File: config.mk
export PLATFORM = sky130hd
export DESIGN_NAME = secv_exec_top
export DESIGN_NICKNAME = d
export VERILOG_FILES = /design/src/common/secv_isa_pkg.sv /design/src/common/secv_funit_pkg.sv /design/src/common/funit_if.sv /design/src/hw/funit/branch_unit.sv /design/src/hw/funit/alu_unit.sv /design/src/hw/exec_stage.sv /design/src/hw/secv_exec_top.sv
export VERILOG_INCLUDE_DIRS = /design/src /design/src/common
export SDC_FILE = /design/constraint.sdc
export NUM_CORES = 1
export LEC_CHECK = 0
export BUFFER_PORTS_ARGS = -buffer_cell sky130_fd_sc_hd__buf_4
export CAP_MARGIN = 25
export CORE_MARGIN = 2
export CORE_UTILIZATION = 61
export CTS_BUF_LIST = sky130_fd_sc_hd__clkbuf_16
export CTS_CLUSTER_DIAMETER = 50
export DETAILED_ROUTE_END_ITERATION = 7
export PLACE_DENSITY = 0.84
export SLEW_MARGIN = 15
export SYNTH_ARGS = -nofsm -noshare
export SYNTH_HDL_FRONTEND = slang
export SYNTH_SLANG_ARGS = --single-unit
File: constraint.sdc
create_clock -name clk_i -period 0.8 [get_ports clk_i]
set_clock_uncertainty 0.2 [all_clocks]
set_input_delay 0.24 -clock clk_i [delete_from_list [all_inputs] [get_ports clk_i]]
set_output_delay 0.24 -clock clk_i [all_outputs]
set_load 0.005 [all_outputs]
File: src/common/secv_defines.svh
// Global width and alignment constants for the execute stage
`ifndef SECV_DEFINES_SVH
`define SECV_DEFINES_SVH

// Data and address width
`define SECV_XLEN 32

// Instruction length in bytes
// Also the step from pc to the return address
`define SECV_ILEN_BYTES 4

// Low target bits that must be zero on a redirect
`define SECV_ALIGN_BITS 2

`endif

File: src/common/secv_isa_pkg.sv
// ISA level types: unit select, branch and ALU opcodes, shared op field
package secv_isa_pkg;

    // Function unit selected at issue
    // Code 2'b11 is not named and is handled like UNIT_NONE
    typedef enum logic [1:0] {
        UNIT_ALU    = 2'b00,
        UNIT_BRANCH = 2'b01,
        UNIT_NONE   = 2'b10
    } unit_sel_t;

    // Branch opcodes, laid out like funct3
    // Jumps sit in the two funct3 slots that branches leave free
    typedef enum logic [2:0] {
        BRANCH_OP_BEQ  = 3'b000,
        BRANCH_OP_BNE  = 3'b001,
        BRANCH_OP_JAL  = 3'b010,
        BRANCH_OP_JALR = 3'b011,
        BRANCH_OP_BLT  = 3'b100,
        BRANCH_OP_BGE  = 3'b101,
        BRANCH_OP_BLTU = 3'b110,
        BRANCH_OP_BGEU = 3'b111
    } branch_op_t;

    // Branch view of the 4-bit op field
    // A set rsvd bit marks an unused branch code
    typedef struct packed {
        logic       rsvd;
        branch_op_t op;
    } funit_branch_op_t;

    // ALU opcodes as {funct7[5], funct3}
    typedef enum logic [3:0] {
        ALU_OP_ADD  = 4'b0000,
        ALU_OP_SLL  = 4'b0001,
        ALU_OP_SLT  = 4'b0010,
        ALU_OP_SLTU = 4'b0011,
        ALU_OP_XOR  = 4'b0100,
        ALU_OP_SRL  = 4'b0101,
        ALU_OP_OR   = 4'b0110,
        ALU_OP_AND  = 4'b0111,
        ALU_OP_SUB  = 4'b1000,
        ALU_OP_SRA  = 4'b1101
    } alu_op_t;

    // One op field, read by each unit in its own format
    typedef union packed {
        alu_op_t          alu;
        funit_branch_op_t branch;
    } funit_op_t;

endpackage

File: src/common/secv_funit_pkg.sv
// Function unit result type and its idle value
`include "secv_defines.svh"

package secv_funit_pkg;

    // Result of one function unit for one issue
    typedef struct packed {
        // Unit was enabled and result is valid
        logic                  rdy;
        // Illegal op or misaligned redirect
        logic                  err;
        // Next pc on a redirect
        logic [`SECV_XLEN-1:0] pc;
        logic                  pc_wb;
        // Destination register data
        logic [`SECV_XLEN-1:0] rd_dat;
        logic                  rd_wb;
    } funit_out_t;

    // Idle result, all fields zero
    function automatic funit_out_t funit_out_default();
        funit_out_t res;
        res.rdy    = 1'b0;
        res.err    = 1'b0;
        res.pc     = '0;
        res.pc_wb  = 1'b0;
        res.rd_dat = '0;
        res.rd_wb  = 1'b0;
        return res;
    endfunction

    // Invalid-issue result
    // Error without any writeback
    function automatic funit_out_t funit_out_error();
        funit_out_t res;
        res     = funit_out_default();
        res.rdy = 1'b1;
        res.err = 1'b1;
        return res;
    endfunction

endpackage

File: src/common/funit_if.sv
// Link between the execute stage and one combinational function unit
`timescale 1ns/1ns
`include "secv_defines.svh"

interface funit_if
    import secv_isa_pkg::*;
    import secv_funit_pkg::*;
();

    // Stage to unit
    logic                  ena;
    funit_op_t             op;
    logic [`SECV_XLEN-1:0] a;
    logic [`SECV_XLEN-1:0] b;
    logic [`SECV_XLEN-1:0] imm;
    logic [`SECV_XLEN-1:0] pc;

    // Unit to stage, same cycle as ena
    funit_out_t            res;

    // Function unit side
    modport unit (
        input  ena, op, a, b, imm, pc,
        output res
    );

    // Execute stage side
    modport stage (
        output ena, op, a, b, imm, pc,
        input  res
    );

endinterface

File: src/hw/funit/branch_unit.sv
// Branch unit: branch and jump decision, target, link address and misalignment check
`timescale 1ns/1ns
`include "secv_defines.svh"

module branch_unit
    import secv_isa_pkg::*;
    import secv_funit_pkg::*;
(
    funit_if.unit fu
);

    localparam int XLEN = `SECV_XLEN;
    localparam int ALIGN_BITS = `SECV_ALIGN_BITS;

    // Op field in branch format
    branch_op_t      op;
    logic            op_rsvd;

    // Address paths
    logic [XLEN-1:0] jalr_sum;
    logic [XLEN-1:0] target;
    logic [XLEN-1:0] pc_ret;

    // Decision flags
    logic            taken;
    logic            link;
    logic            misalign;
    logic            err;

    assign op      = fu.op.branch.op;
    assign op_rsvd = fu.op.branch.rsvd;

    // Register-relative base for JALR
    assign jalr_sum = fu.a + fu.imm;

    always_comb begin
        // JALR drops bit 0 of the sum
        if (op == BRANCH_OP_JALR) begin
            target = {jalr_sum[XLEN-1:1], 1'b0};
        end else begin
            // Pc-relative for branches and JAL
            target = fu.pc + fu.imm;
        end
    end

    // Link address, next sequential instruction
    assign pc_ret = fu.pc + XLEN'(`SECV_ILEN_BYTES);

    always_comb begin
        taken = 1'b0;
        link  = 1'b0;

        case (op)
            BRANCH_OP_BEQ:  taken = (fu.a == fu.b);
            BRANCH_OP_BNE:  taken = (fu.a != fu.b);
            BRANCH_OP_BLT:  taken = ($signed(fu.a) <  $signed(fu.b));
            BRANCH_OP_BGE:  taken = ($signed(fu.a) >= $signed(fu.b));
            BRANCH_OP_BLTU: taken = (fu.a <  fu.b);
            BRANCH_OP_BGEU: taken = (fu.a >= fu.b);
            // Jumps always redirect and link
            BRANCH_OP_JAL,
            BRANCH_OP_JALR: begin
                taken = 1'b1;
                link  = 1'b1;
            end
            default: begin
                taken = 1'b0;
                link  = 1'b0;
            end
        endcase
    end

    // Only a taken redirect is checked for alignment
    assign misalign = |target[ALIGN_BITS-1:0];
    assign err      = op_rsvd | (taken & misalign);

    always_comb begin
        fu.res = funit_out_default();

        if (fu.ena) begin
            fu.res.rdy    = 1'b1;
            fu.res.err    = err;
            // Target reported even when not taken
            fu.res.pc     = target;
            fu.res.pc_wb  = taken & ~err;
            // Link data goes out with every branch op
            fu.res.rd_dat = pc_ret;
            fu.res.rd_wb  = link & ~err;
        end
    end

endmodule

File: src/hw/funit/alu_unit.sv
// Integer ALU: add, subtract, logic, set-less-than and shift operations
`timescale 1ns/1ns
`include "secv_defines.svh"

module alu_unit
    import secv_isa_pkg::*;
    import secv_funit_pkg::*;
(
    funit_if.unit fu
);

    localparam int XLEN = `SECV_XLEN;
    localparam int SHAMT_W = $clog2(XLEN);

    // Op field in ALU format
    alu_op_t            op;

    // Shift amount, upper bits of b ignored
    logic [SHAMT_W-1:0] shamt;

    logic [XLEN-1:0]    result;
    logic               illegal;

    // Compare results
    logic               lt_s;
    logic               lt_u;

    assign op    = fu.op.alu;
    assign shamt = fu.b[SHAMT_W-1:0];

    assign lt_s = $signed(fu.a) < $signed(fu.b);
    assign lt_u = fu.a < fu.b;

    always_comb begin
        result  = '0;
        illegal = 1'b0;

        case (op)
            // Arithmetic wraps modulo 2^XLEN
            ALU_OP_ADD:  result = fu.a + fu.b;
            ALU_OP_SUB:  result = fu.a - fu.b;
            // Set less than, 0 or 1
            ALU_OP_SLT:  result = {{(XLEN-1){1'b0}}, lt_s};
            ALU_OP_SLTU: result = {{(XLEN-1){1'b0}}, lt_u};
            // Bitwise logic
            ALU_OP_XOR:  result = fu.a ^ fu.b;
            ALU_OP_OR:   result = fu.a | fu.b;
            ALU_OP_AND:  result = fu.a & fu.b;
            // Shifts
            ALU_OP_SLL:  result = fu.a << shamt;
            ALU_OP_SRL:  result = fu.a >> shamt;
            // Sign bit fills from the left
            ALU_OP_SRA:  result = $unsigned($signed(fu.a) >>> shamt);
            // Six free codes in the 4-bit field
            default: begin
                result  = '0;
                illegal = 1'b1;
            end
        endcase
    end

    always_comb begin
        fu.res = funit_out_default();

        if (fu.ena) begin
            fu.res.rdy    = 1'b1;
            fu.res.err    = illegal;
            // Instruction pc for tracing, never a redirect
            fu.res.pc     = fu.pc;
            fu.res.pc_wb  = 1'b0;
            fu.res.rd_dat = result;
            // No writeback on an illegal op
            fu.res.rd_wb  = ~illegal;
        end
    end

endmodule

File: src/hw/exec_stage.sv
// Execute stage: routes an issue to one unit, merges its result and registers it
`timescale 1ns/1ns
`include "secv_defines.svh"

module exec_stage
    import secv_isa_pkg::*;
    import secv_funit_pkg::*;
(
    input  logic                  clk_i,
    input  logic                  arst_n_i,

    // Decoded issue
    input  logic                  issue_valid_i,
    input  unit_sel_t             issue_unit_i,
    input  funit_op_t             issue_op_i,
    input  logic                  issue_use_imm_i,
    input  logic [`SECV_XLEN-1:0] rs1_i,
    input  logic [`SECV_XLEN-1:0] rs2_i,
    input  logic [`SECV_XLEN-1:0] imm_i,
    input  logic [`SECV_XLEN-1:0] pc_i,

    // Function units
    funit_if.stage                alu_fu,
    funit_if.stage                br_fu,

    // Registered result
    output logic                  res_valid_o,
    output logic                  res_err_o,
    output logic [`SECV_XLEN-1:0] rd_dat_o,
    output logic                  rd_wb_o,
    output logic [`SECV_XLEN-1:0] pc_o,
    output logic                  pc_wb_o
);

    localparam int XLEN = `SECV_XLEN;

    // Merged combinational result
    funit_out_t      merged;

    // Control part of the output register
    logic            res_valid_q;
    logic            res_err_q;
    logic            rd_wb_q;
    logic            pc_wb_q;

    // Payload part
    logic [XLEN-1:0] rd_dat_q;
    logic [XLEN-1:0] pc_q;

    // Only the selected unit sees ena
    assign alu_fu.ena = issue_valid_i && (issue_unit_i == UNIT_ALU);
    assign br_fu.ena  = issue_valid_i && (issue_unit_i == UNIT_BRANCH);

    // Shared operands
    assign alu_fu.op  = issue_op_i;
    assign alu_fu.a   = rs1_i;
    assign alu_fu.imm = imm_i;
    assign alu_fu.pc  = pc_i;

    // ALU second operand, register or immediate
    assign alu_fu.b   = issue_use_imm_i ? imm_i : rs2_i;

    // Branch compares rs1 with rs2, immediate is the offset
    assign br_fu.op   = issue_op_i;
    assign br_fu.a    = rs1_i;
    assign br_fu.b    = rs2_i;
    assign br_fu.imm  = imm_i;
    assign br_fu.pc   = pc_i;

    always_comb begin
        merged = funit_out_default();

        if (issue_valid_i) begin
            case (issue_unit_i)
                UNIT_ALU:    merged = alu_fu.res;
                UNIT_BRANCH: merged = br_fu.res;
                // UNIT_NONE and the unnamed code
                default:     merged = funit_out_error();
            endcase
        end
    end

    // Flags cleared on reset
    always_ff @(posedge clk_i or negedge arst_n_i) begin
        if (!arst_n_i) begin
            res_valid_q <= 1'b0;
            res_err_q   <= 1'b0;
            rd_wb_q     <= 1'b0;
            pc_wb_q     <= 1'b0;
        end else begin
            // Idle cycles load the zero result
            res_valid_q <= merged.rdy;
            res_err_q   <= merged.err;
            rd_wb_q     <= merged.rd_wb;
            pc_wb_q     <= merged.pc_wb;
        end
    end

    // Data qualified by the flags above
    always_ff @(posedge clk_i) begin
        rd_dat_q <= merged.rd_dat;
        pc_q     <= merged.pc;
    end

    assign res_valid_o = res_valid_q;
    assign res_err_o   = res_err_q;
    assign rd_dat_o    = rd_dat_q;
    assign rd_wb_o     = rd_wb_q;
    assign pc_o        = pc_q;
    assign pc_wb_o     = pc_wb_q;

endmodule

File: src/hw/secv_exec_top.sv
// Execute stage top level with the branch unit and the integer ALU
`timescale 1ns/1ns
`include "secv_defines.svh"

module secv_exec_top
    import secv_isa_pkg::*;
(
    input  logic                  clk_i,
    input  logic                  arst_n_i,

    // Issue port
    input  logic                  issue_valid_i,
    input  unit_sel_t             issue_unit_i,
    input  funit_op_t             issue_op_i,
    input  logic                  issue_use_imm_i,
    input  logic [`SECV_XLEN-1:0] rs1_i,
    input  logic [`SECV_XLEN-1:0] rs2_i,
    input  logic [`SECV_XLEN-1:0] imm_i,
    input  logic [`SECV_XLEN-1:0] pc_i,

    // Result port, one cycle after issue
    output logic                  res_valid_o,
    output logic                  res_err_o,
    output logic [`SECV_XLEN-1:0] rd_dat_o,
    output logic                  rd_wb_o,
    output logic [`SECV_XLEN-1:0] pc_o,
    output logic                  pc_wb_o
);

    // One link per function unit
    funit_if alu_fu ();
    funit_if br_fu ();

    exec_stage u_exec (
        .clk_i           (clk_i),
        .arst_n_i        (arst_n_i),
        .issue_valid_i   (issue_valid_i),
        .issue_unit_i    (issue_unit_i),
        .issue_op_i      (issue_op_i),
        .issue_use_imm_i (issue_use_imm_i),
        .rs1_i           (rs1_i),
        .rs2_i           (rs2_i),
        .imm_i           (imm_i),
        .pc_i            (pc_i),
        .alu_fu          (alu_fu.stage),
        .br_fu           (br_fu.stage),
        .res_valid_o     (res_valid_o),
        .res_err_o       (res_err_o),
        .rd_dat_o        (rd_dat_o),
        .rd_wb_o         (rd_wb_o),
        .pc_o            (pc_o),
        .pc_wb_o         (pc_wb_o)
    );

    // Combinational units
    branch_unit u_branch (
        .fu (br_fu.unit)
    );

    alu_unit u_alu (
        .fu (alu_fu.unit)
    );

endmodule

==> metrics.cfg, run 1 <==
[synth]
ys_ff_latch = 68
synth_edf_count = 0
synth.area.top_cells = ha_1 (15%), dfxtp_1 (8.2%), mux2i_1 (7.4%), a21oi_1 (5.6%), nand2_1 (5.3%)
synth_cells = 2219
postSynthAreaPerCell_sq_um = 7.02
synth_top_area_share_pct = 15.4
synth.area.mux_share_pct = 9.63
synth.top_cells.by_count = nand2_1 (221), nor2_1 (218), ha_1 (192), a21oi_1 (175), o21ai_0 (143)
synth_fa_ha_area_share_pct = 15.9
synth_seq_area_share_pct = 8.86
netlist_area_sq_um = 15600
synth_async_sr_flop_share_pct = 5.88
synth.net_count = 2553
synth_most_common_cell = nand2_1
synth_warnings = 0
synth_top_family_by_area = compound AO/OA/AOI/OAI gates
yosysTopAreaCell = ha_1
synth_compound_area_share_pct = 32.1
synth-main-ff-cell = dfxtp_1
synth_xor_xnor_area_share_pct = 6.13
ys_types = 89
yosys.area_share.simple_pct = 20.4

[floorplanning]
die_x_um = 164
die_y_um = 164
rows = 58
start_util_pct = 62.1
ioPinCount = 206

[place]
place_inst = 3384
gp_congestion = 1.28
dp_hpwl_um = 76700
io_buffers = 205

[run_status]
stop_stage = 4_1_cts
outcome = stopped before the end
firstError = [ERROR DPL-0038] Utilization greater than 100%, impossible to legalize

[cts]
cts-buffers-inserted = 9
holdBufCountCts = 1
cts_resized = 687
cts_num_sinks = 68
root_buffer = clkbuf_16
clockBufferDepth = 2
cts_max_level = 3
cts_setup_buffers = 118

[metrics by stage]
| stage | area, sq um | util [%] | TNS [ps] | setup WS (ps) |
|---|---|---|---|---|
| after global placement | 23600 | 93.9 | -155570 | -2830 |
| after detailed placement | 23600 | 93.9 | -168010 | -3210 |
| after floorplan | 16500 | - | -127480 | -2840 |
[kinds of logic after synthesis]
family,count (synthesis)
fa+ha+maj,196
xor+xnor,109
buf+inv,272
compound gates,745
simple gates,696
mux,133
flops,68
==> run 2, diff against run 1 <==
CORE_UTILIZATION = 40   (was 61)
CTS_BUF_LIST = default   (was sky130_fd_sc_hd__clkbuf_16)
CTS_CLUSTER_DIAMETER = default   (was 50)
PLACE_DENSITY = default   (was 0.84)
PLACE_DENSITY_LB_ADDON = 0.15   (was default)
==> run 2 against run 1 <==
Against the previous run: area after synthesis unchanged; the flow now finishes, with violations (negative hold slack, negative setup slack); synthesized cell count unchanged.
==> metrics.cfg, run 2 <==
[run_status]
outcome = complete, but fails checks
violations = negative hold slack, negative setup slack

[global_route]
antenna_found_initial = 0
grt_max_degree = 64
grt-ovfl-total = 0
track_usage_pct = 43.3
grt_pass1_vias = 21900
grt_pass1_wl_um = 134000

[timing]
finalCritPeriodShare_pct = 417
relSlewSlack_pct = 36.6
tightest_slew_ps = 939
hold_viol = 10
setup_viol = 135
fin_tns_setup_ps = -163770
hold_ws_ps = -108
fmax_mhz = 300
layout_setup_ws_ps = -2540
period_needed_ps = 3340
rsz0062_at_grt = yes
slew_viol_final = 0

[detailed_routing]
drc = 0
dr_total_vias = 22700
drt-total-wl_um = 93800
drt.antenna.violating_nets = 0
wire_per_inst_um = 25.1
firstDrtPassIters = 7
vias_per_cell = 6.07
drtIter0Drc = 2627

[floorplanning]
dieArea_sq_um = 40600
rows = 72
die_x_um = 201
start_util_pct = 40.4
die_y_um = 201
ioPinCount = 206
core_area_sq_um = 38600

[setup_path]
crit_start = issue_use_imm_i
worstPathRequired_ps = 850
cp-end-kind = flip-flop
cp.arrival_ps = 3390
startpoint_type = input port
worstSetupPathType = in -> reg
critPathMaxFanout = 4

[synth]
yosysTopAreaCell = ha_1
synth_seq_area_share_pct = 8.86
postSynthAreaPerCell_sq_um = 7.02
ys_ff_latch = 68
synth.top_cells.by_count = nand2_1 (221), nor2_1 (218), ha_1 (192), a21oi_1 (175), o21ai_0 (143)
synth_edf_count = 0
synth_async_sr_flop_share_pct = 5.88
netlist_area_sq_um = 15600
synth_warnings = 0
synth.net_count = 2553
synth-main-ff-cell = dfxtp_1
synth_cells = 2219
synth_top_area_share_pct = 15.4
ys_types = 89
synth_most_common_cell = nand2_1
synth.area.top_cells = ha_1 (15%), dfxtp_1 (8.2%), mux2i_1 (7.4%), a21oi_1 (5.6%), nand2_1 (5.3%)

[pwr]
pwr-share-comb_pct = 73.4
total_leakage_power_nw = 13.1
p_total_w = 0.0313
power.share.clock_pct = 14.6
p_switching_w = 0.0141
ir_drop_mv = 1.27
power.share.sequential_pct = 12.0
cellInternalPower_w = 0.0173
swShare_pct = 44.9
powerDensity_nw_per_um2 = 1110

[place]
place_area_sq_um = 24400
io_buffers = 205
gp_congestion = 1.08
place_inst = 3641
dp_hpwl_um = 71500

[cells_and_area]
final_common_cell = buf_4
stdcell_count = 3737
drive_above_1_share_pct = 49.6
nets = 3549
final-seq-area_sq_um = 1460
antenna_cells = 0
final_util_pct = 73.0
mostFrequentLayoutCells = buf_4 (928), nand2_1 (215), nor2_1 (198)
n_fill_cell = 3010
multi_input_area_sq_um = 15700
syn_to_final_growth_pct = 80.6
final_cell_area_sq_um = 28100

[job]
cap_violations = 0

[worst_hold_path]
min_path_cells = 2
worst_hold_path.endpoint = u_exec.res_valid_o
hold_class = in -> reg
min_from = issue_valid_i

[cts]
cts_tree = done
clockBufferDepth = 2
cts_max_level = 3
cts_num_sinks = 68
root_buffer = clkbuf_16
clk_pin_slew_ps = 60
cts-buffers-inserted = 9
holdBufCountCts = 1

run 2: cell counts after synthesis:
No cell type changed its count.
run 2: critical path, cell delays in order:
cell and delay, ps:
buf_12 120, buf_12 130, buf_16 130, nand2_1 50, o21a_1 170, buf_4 130
inv_1 40, ha_2 190, a2111oi_2 330, o31a_1 320, o21bai_2 120, o21ai_2 180
buf_4 150, a21oi_4 70, buf_4 160, mux2i_1 160, xnor2_1 110, a221oi_2 420
o22ai_1 160
run 2: power groups by stage:
stage / Combinational (W) / Sequential, W / Clock (W)
floorplan: 0.00916 / 0.00375 / 0
global placement: 0.0182 / 0.00376 / 0
detailed placement: 0.0184 / 0.00375 / 0
CTS: 0.0206 / 0.00372 / 0.00454
global route: 0.0241 / 0.00376 / 0.00469
finish: 0.0230 / 0.00375 / 0.00457
run 2: cell type report:
type | count | area share, %
multi-input combinational | 1879 | 55.9
timing repair buffer | 1113 | 33.5
clock inverter | 5 | 0.187
sequential | 68 | 5.17
inverter | 144 | 2.08
tap | 518 | 2.30
clock buffer | 10 | 0.849
run 2: metrics by stage:
step / hold slack, ps / setup slack [ps]
final: -108 / -2540
after global routing: -109 / -2610
after CTS: -112 / -2440
after detailed placement: -160 / -3190
after global placement: -162 / -3220
after floorplan: -256 / -2840
run 2: logic make-up after synthesis:
group                    after synthesis  synth area share (%)
multiplexers                         133                  9.63
adder cells (fa/ha/maj)              196                  15.9
AND/OR/NAND/NOR                      696                  20.4
XOR/XNOR                             109                  6.13
flip-flops                            68                  8.86
buffers and inverters                272                  6.95
AO/OA/AOI/OAI                        745                  32.1
run 2: worst max path at each step:
stage | endpoint | cells after the start
final | u_exec.rd_dat_o[20] | 19
after global routing | u_exec.rd_dat_o[20] | 19
after CTS | u_exec.rd_dat_o[22] | 15
after detailed placement | u_exec.rd_dat_o[20] | 17
after global placement | u_exec.rd_dat_o[20] | 17
after floorplan | u_exec.rd_dat_o[26] | 18
run 2: repair_timing:
action	4_1_cts	5_1_grt
endpoints found under the hold margin	12	6
cloned	4	3
gates resized for setup	425	217
setup buffers	57	47
pin swaps	176	167
endpoints found under the setup margin	135	135
run 2: per-layer routing:
layer	GRT usage, %	routed length [um]
met1	57.6	38200
met4	21.3	5720
met2	67.1	40200
met3	7.81	9680
met5	0	0
Power figures use the tool's default switching activity.
==> run 3, diff against run 2 <==
ABC_AREA = 1   (was default)
clock period = 3.3 ns   (was 0.8 ns; I/O delays follow)
==> run 3 against run 2 <==
Against the previous run: the run ends with negative setup slack left; sequential share of layout area about the same; area after synthesis increased by 7.0%; die area increased by 6.8%; largest cell class unchanged; wire length increased by 8.5%; global-route usage increased by 1.1 points; via count increased by 16%; critical endpoint is now u_exec.rd_dat_o[22]; setup slack improved by 2300 ps; hold slack improved by 300 ps; critical path type unchanged; design area decreased by 4.4%; sequential power decreased by 76%; synthesized cell count increased by 37%.
==> metrics.cfg, run 3 <==
[cts]
holdBufCountCts = 0
cts-buffers-inserted = 9
cts_num_sinks = 68
cts_max_level = 3
root_buffer = clkbuf_16
cts_tree = done
clk_pin_slew_ps = 70
clockBufferDepth = 2

[pwr]
pwr-share-comb_pct = 72.3
power.share.clock_pct = 15.1
power.share.sequential_pct = 12.6
swShare_pct = 47.9
total_leakage_power_nw = 13.8
p_switching_w = 0.00341
powerDensity_nw_per_um2 = 265
cellInternalPower_w = 0.00371
ir_drop_mv = 0.249

[place]
place_inst = 4442
io_buffers = 205
post-place-ws_ps = -1480
gp_congestion = 1.07
place_area_sq_um = 24800
dp_hpwl_um = 83300

[cells_and_area]
final_cell_area_sq_um = 26900
stdcell_count = 4509
multi_input_area_sq_um = 14800
nets = 4305
final-seq-area_sq_um = 1380
n_fill_cell = 3826
mostFrequentLayoutCells = buf_4 (1006), nand2_1 (690), inv_1 (383)
final_common_cell = buf_4
drive_above_1_share_pct = 36.4
syn_to_final_growth_pct = 61.4

[detailed_routing]
vias_per_cell = 5.84
drt.antenna.violating_nets = 0
drc = 0
wire_per_inst_um = 22.6
drt-total-wl_um = 102000
dr_total_vias = 26300
drtIter0Drc = 3601
firstDrtPassIters = 6

[synth]
synth_cells = 3030
postSynthAreaPerCell_sq_um = 5.50
ys_types = 56
synth.area.top_cells = nand2_1 (16%), ha_1 (14%), o21ai_0 (11%), inv_1 (9.1%), dfxtp_1 (7.7%)
ys_ff_latch = 68
synth_seq_area_share_pct = 8.29
synth.net_count = 3364
synth_top_area_share_pct = 16.4
synth_warnings = 0
netlist_area_sq_um = 16700
synth_async_sr_flop_share_pct = 5.88
synth_edf_count = 0
yosysTopAreaCell = nand2_1
synth.top_cells.by_count = nand2_1 (729), inv_1 (403), o21ai_0 (362), nor2_1 (259), a21oi_1 (251)
synth_most_common_cell = nand2_1
synth-main-ff-cell = dfxtp_1

[timing]
slew_viol_final = 0
rsz0062_at_grt = yes
setup_viol = 31
hold_viol = 0
fmax_mhz = 281
period_needed_ps = 3550
finalCritPeriodShare_pct = 108
layout_setup_ws_ps = -254
tightest_slew_ps = 1030
relSlewSlack_pct = 31.6
hold_ws_ps = 193

[global_route]
grt_pass1_vias = 24200
track_usage_pct = 44.4
grt-ovfl-total = 0
antenna_found_initial = 2
grt_max_degree = 51
grt_pass1_wl_um = 146000

[job]
cap_violations = 0

[floorplanning]
start_util_pct = 40.6
die_x_um = 208
die_y_um = 208
core_area_sq_um = 41000
dieArea_sq_um = 43300
rows = 74
ioPinCount = 206

[run_status]
outcome = complete, but fails checks
violations = negative setup slack

[setup_path]
worstSetupPathType = in -> reg
startpoint_type = input port
worstPathRequired_ps = 3360
cp-end-kind = flip-flop
critPathMaxFanout = 22
cp.arrival_ps = 3620

[worst_hold_path]
hold_class = in -> async

[run 3: changes by cell type in the layout (fill, tap and decap cells not counted), sizes merged, moves of 69 or more]
cell	delta
buf	-69
nand2	+511
a21oi	+75
o21ai	+293
nand3	+132
mux2i	-109
inv	+266
[run 3: through the flow]
| stage | setup TNS, ps | utilization (%) | total power [W] |
|---|---|---|---|
| after floorplan | -7170 | - | 0.00299 |
| after global placement | -30280 | 60.4 | 0.00531 |
| after detailed placement | -32080 | 60.4 | 0.00536 |
| after CTS | -1780 | 63.7 | 0.00672 |
| after global routing | -7560 | 65.6 | 0.00746 |
| final | -3940 | 65.6 | 0.00712 |
[run 3: logic make-up (layout without fill, tap and decap cells)]
| logic type | after synthesis | after routing | synth area share [%] |
|---|---|---|---|
| buf+inv | 525 | 1471 | 12.4 |
| flops | 68 | 68 | 8.29 |
| mux | 7 | 7 | 0.420 |
| simple gates | 1340 | 1340 | 33.9 |
| xor+xnor | 24 | 24 | 1.26 |
| compound gates | 870 | 870 | 28.8 |
| other cells | 0 | 1 | 0 |
| fa+ha+maj | 196 | 196 | 14.9 |
[run 3: how the worst max path moves through the flow]
| stage | startpoint | to | slack (ps) | cells past startpoint |
|---|---|---|---|---|
| 2_1_floorplan | issue_use_imm_i | u_exec.rd_dat_o[19] | -360 | 25 |
| 3_3_place_gp | issue_use_imm_i | u_exec.rd_dat_o[30] | -1500 | 15 |
| 3_5_place_dp | issue_use_imm_i | u_exec.rd_dat_o[30] | -1480 | 15 |
| 4_1_cts | issue_use_imm_i | u_exec.rd_dat_o[30] | -160 | 20 |
| 5_1_grt | issue_use_imm_i | u_exec.rd_dat_o[30] | -340 | 19 |
| 6_report | issue_use_imm_i | u_exec.rd_dat_o[22] | -250 | 22 |
[run 3: layout make-up]
type	instances	area share, %
Antenna cell	1	0.00930
Clock buffer	10	0.888
Clock inverter	6	0.237
Inverter	414	5.86
Multi-Input combinational cell	2437	55.1
Sequential cell	68	5.13
Tap cell	532	2.47
Timing Repair Buffer	1041	30.3
[run 3: routing by layer]
metal,vias up,global-route usage [%],part of all wire [%]
met2,1802,65.3,41
met1,12100,60.2,41
met5,-,0,0.016
met3,366,8.20,11
li1,12000,-,-
met4,2,26.3,7.1
[run 3: power by group through the flow]
stage          Combinational (W)  Clock (W)  Sequential (W)
6_report                 0.00515    0.00107        0.000896
5_1_grt                  0.00546    0.00110        0.000898
4_1_cts                  0.00474    0.00108        0.000895
3_5_place_dp             0.00445          0        0.000911
3_3_place_gp             0.00440          0        0.000911
2_1_floorplan            0.00208          0        0.000908
[run 3: what timing repair did]
action / in CTS / in global routing
endpoints found under the hold margin: 0 / 0
endpoints found under the setup margin: 42 / 57
buffers inserted: 33 / 17
gates resized for setup: 237 / 177
gates cloned: 0 / 1
pin swaps: 53 / 63
[run 3: worst max-delay path: stages]
cell and delay, ps:
buf_12 120, buf_16 160, buf_6 170, o21ai_4 230, inv_1 90, ha_2 210, nand2_1 90, nand2_2 90
nor2_2 110, inv_1 50, a21oi_2 170, buf_4 150, buf_4 90, buf_4 90, buf_4 90, buf_4 90
buf_4 90, nand4_1 90, nand3_1 90, nand2_1 70, o21ai_2 160, nand2_1 60
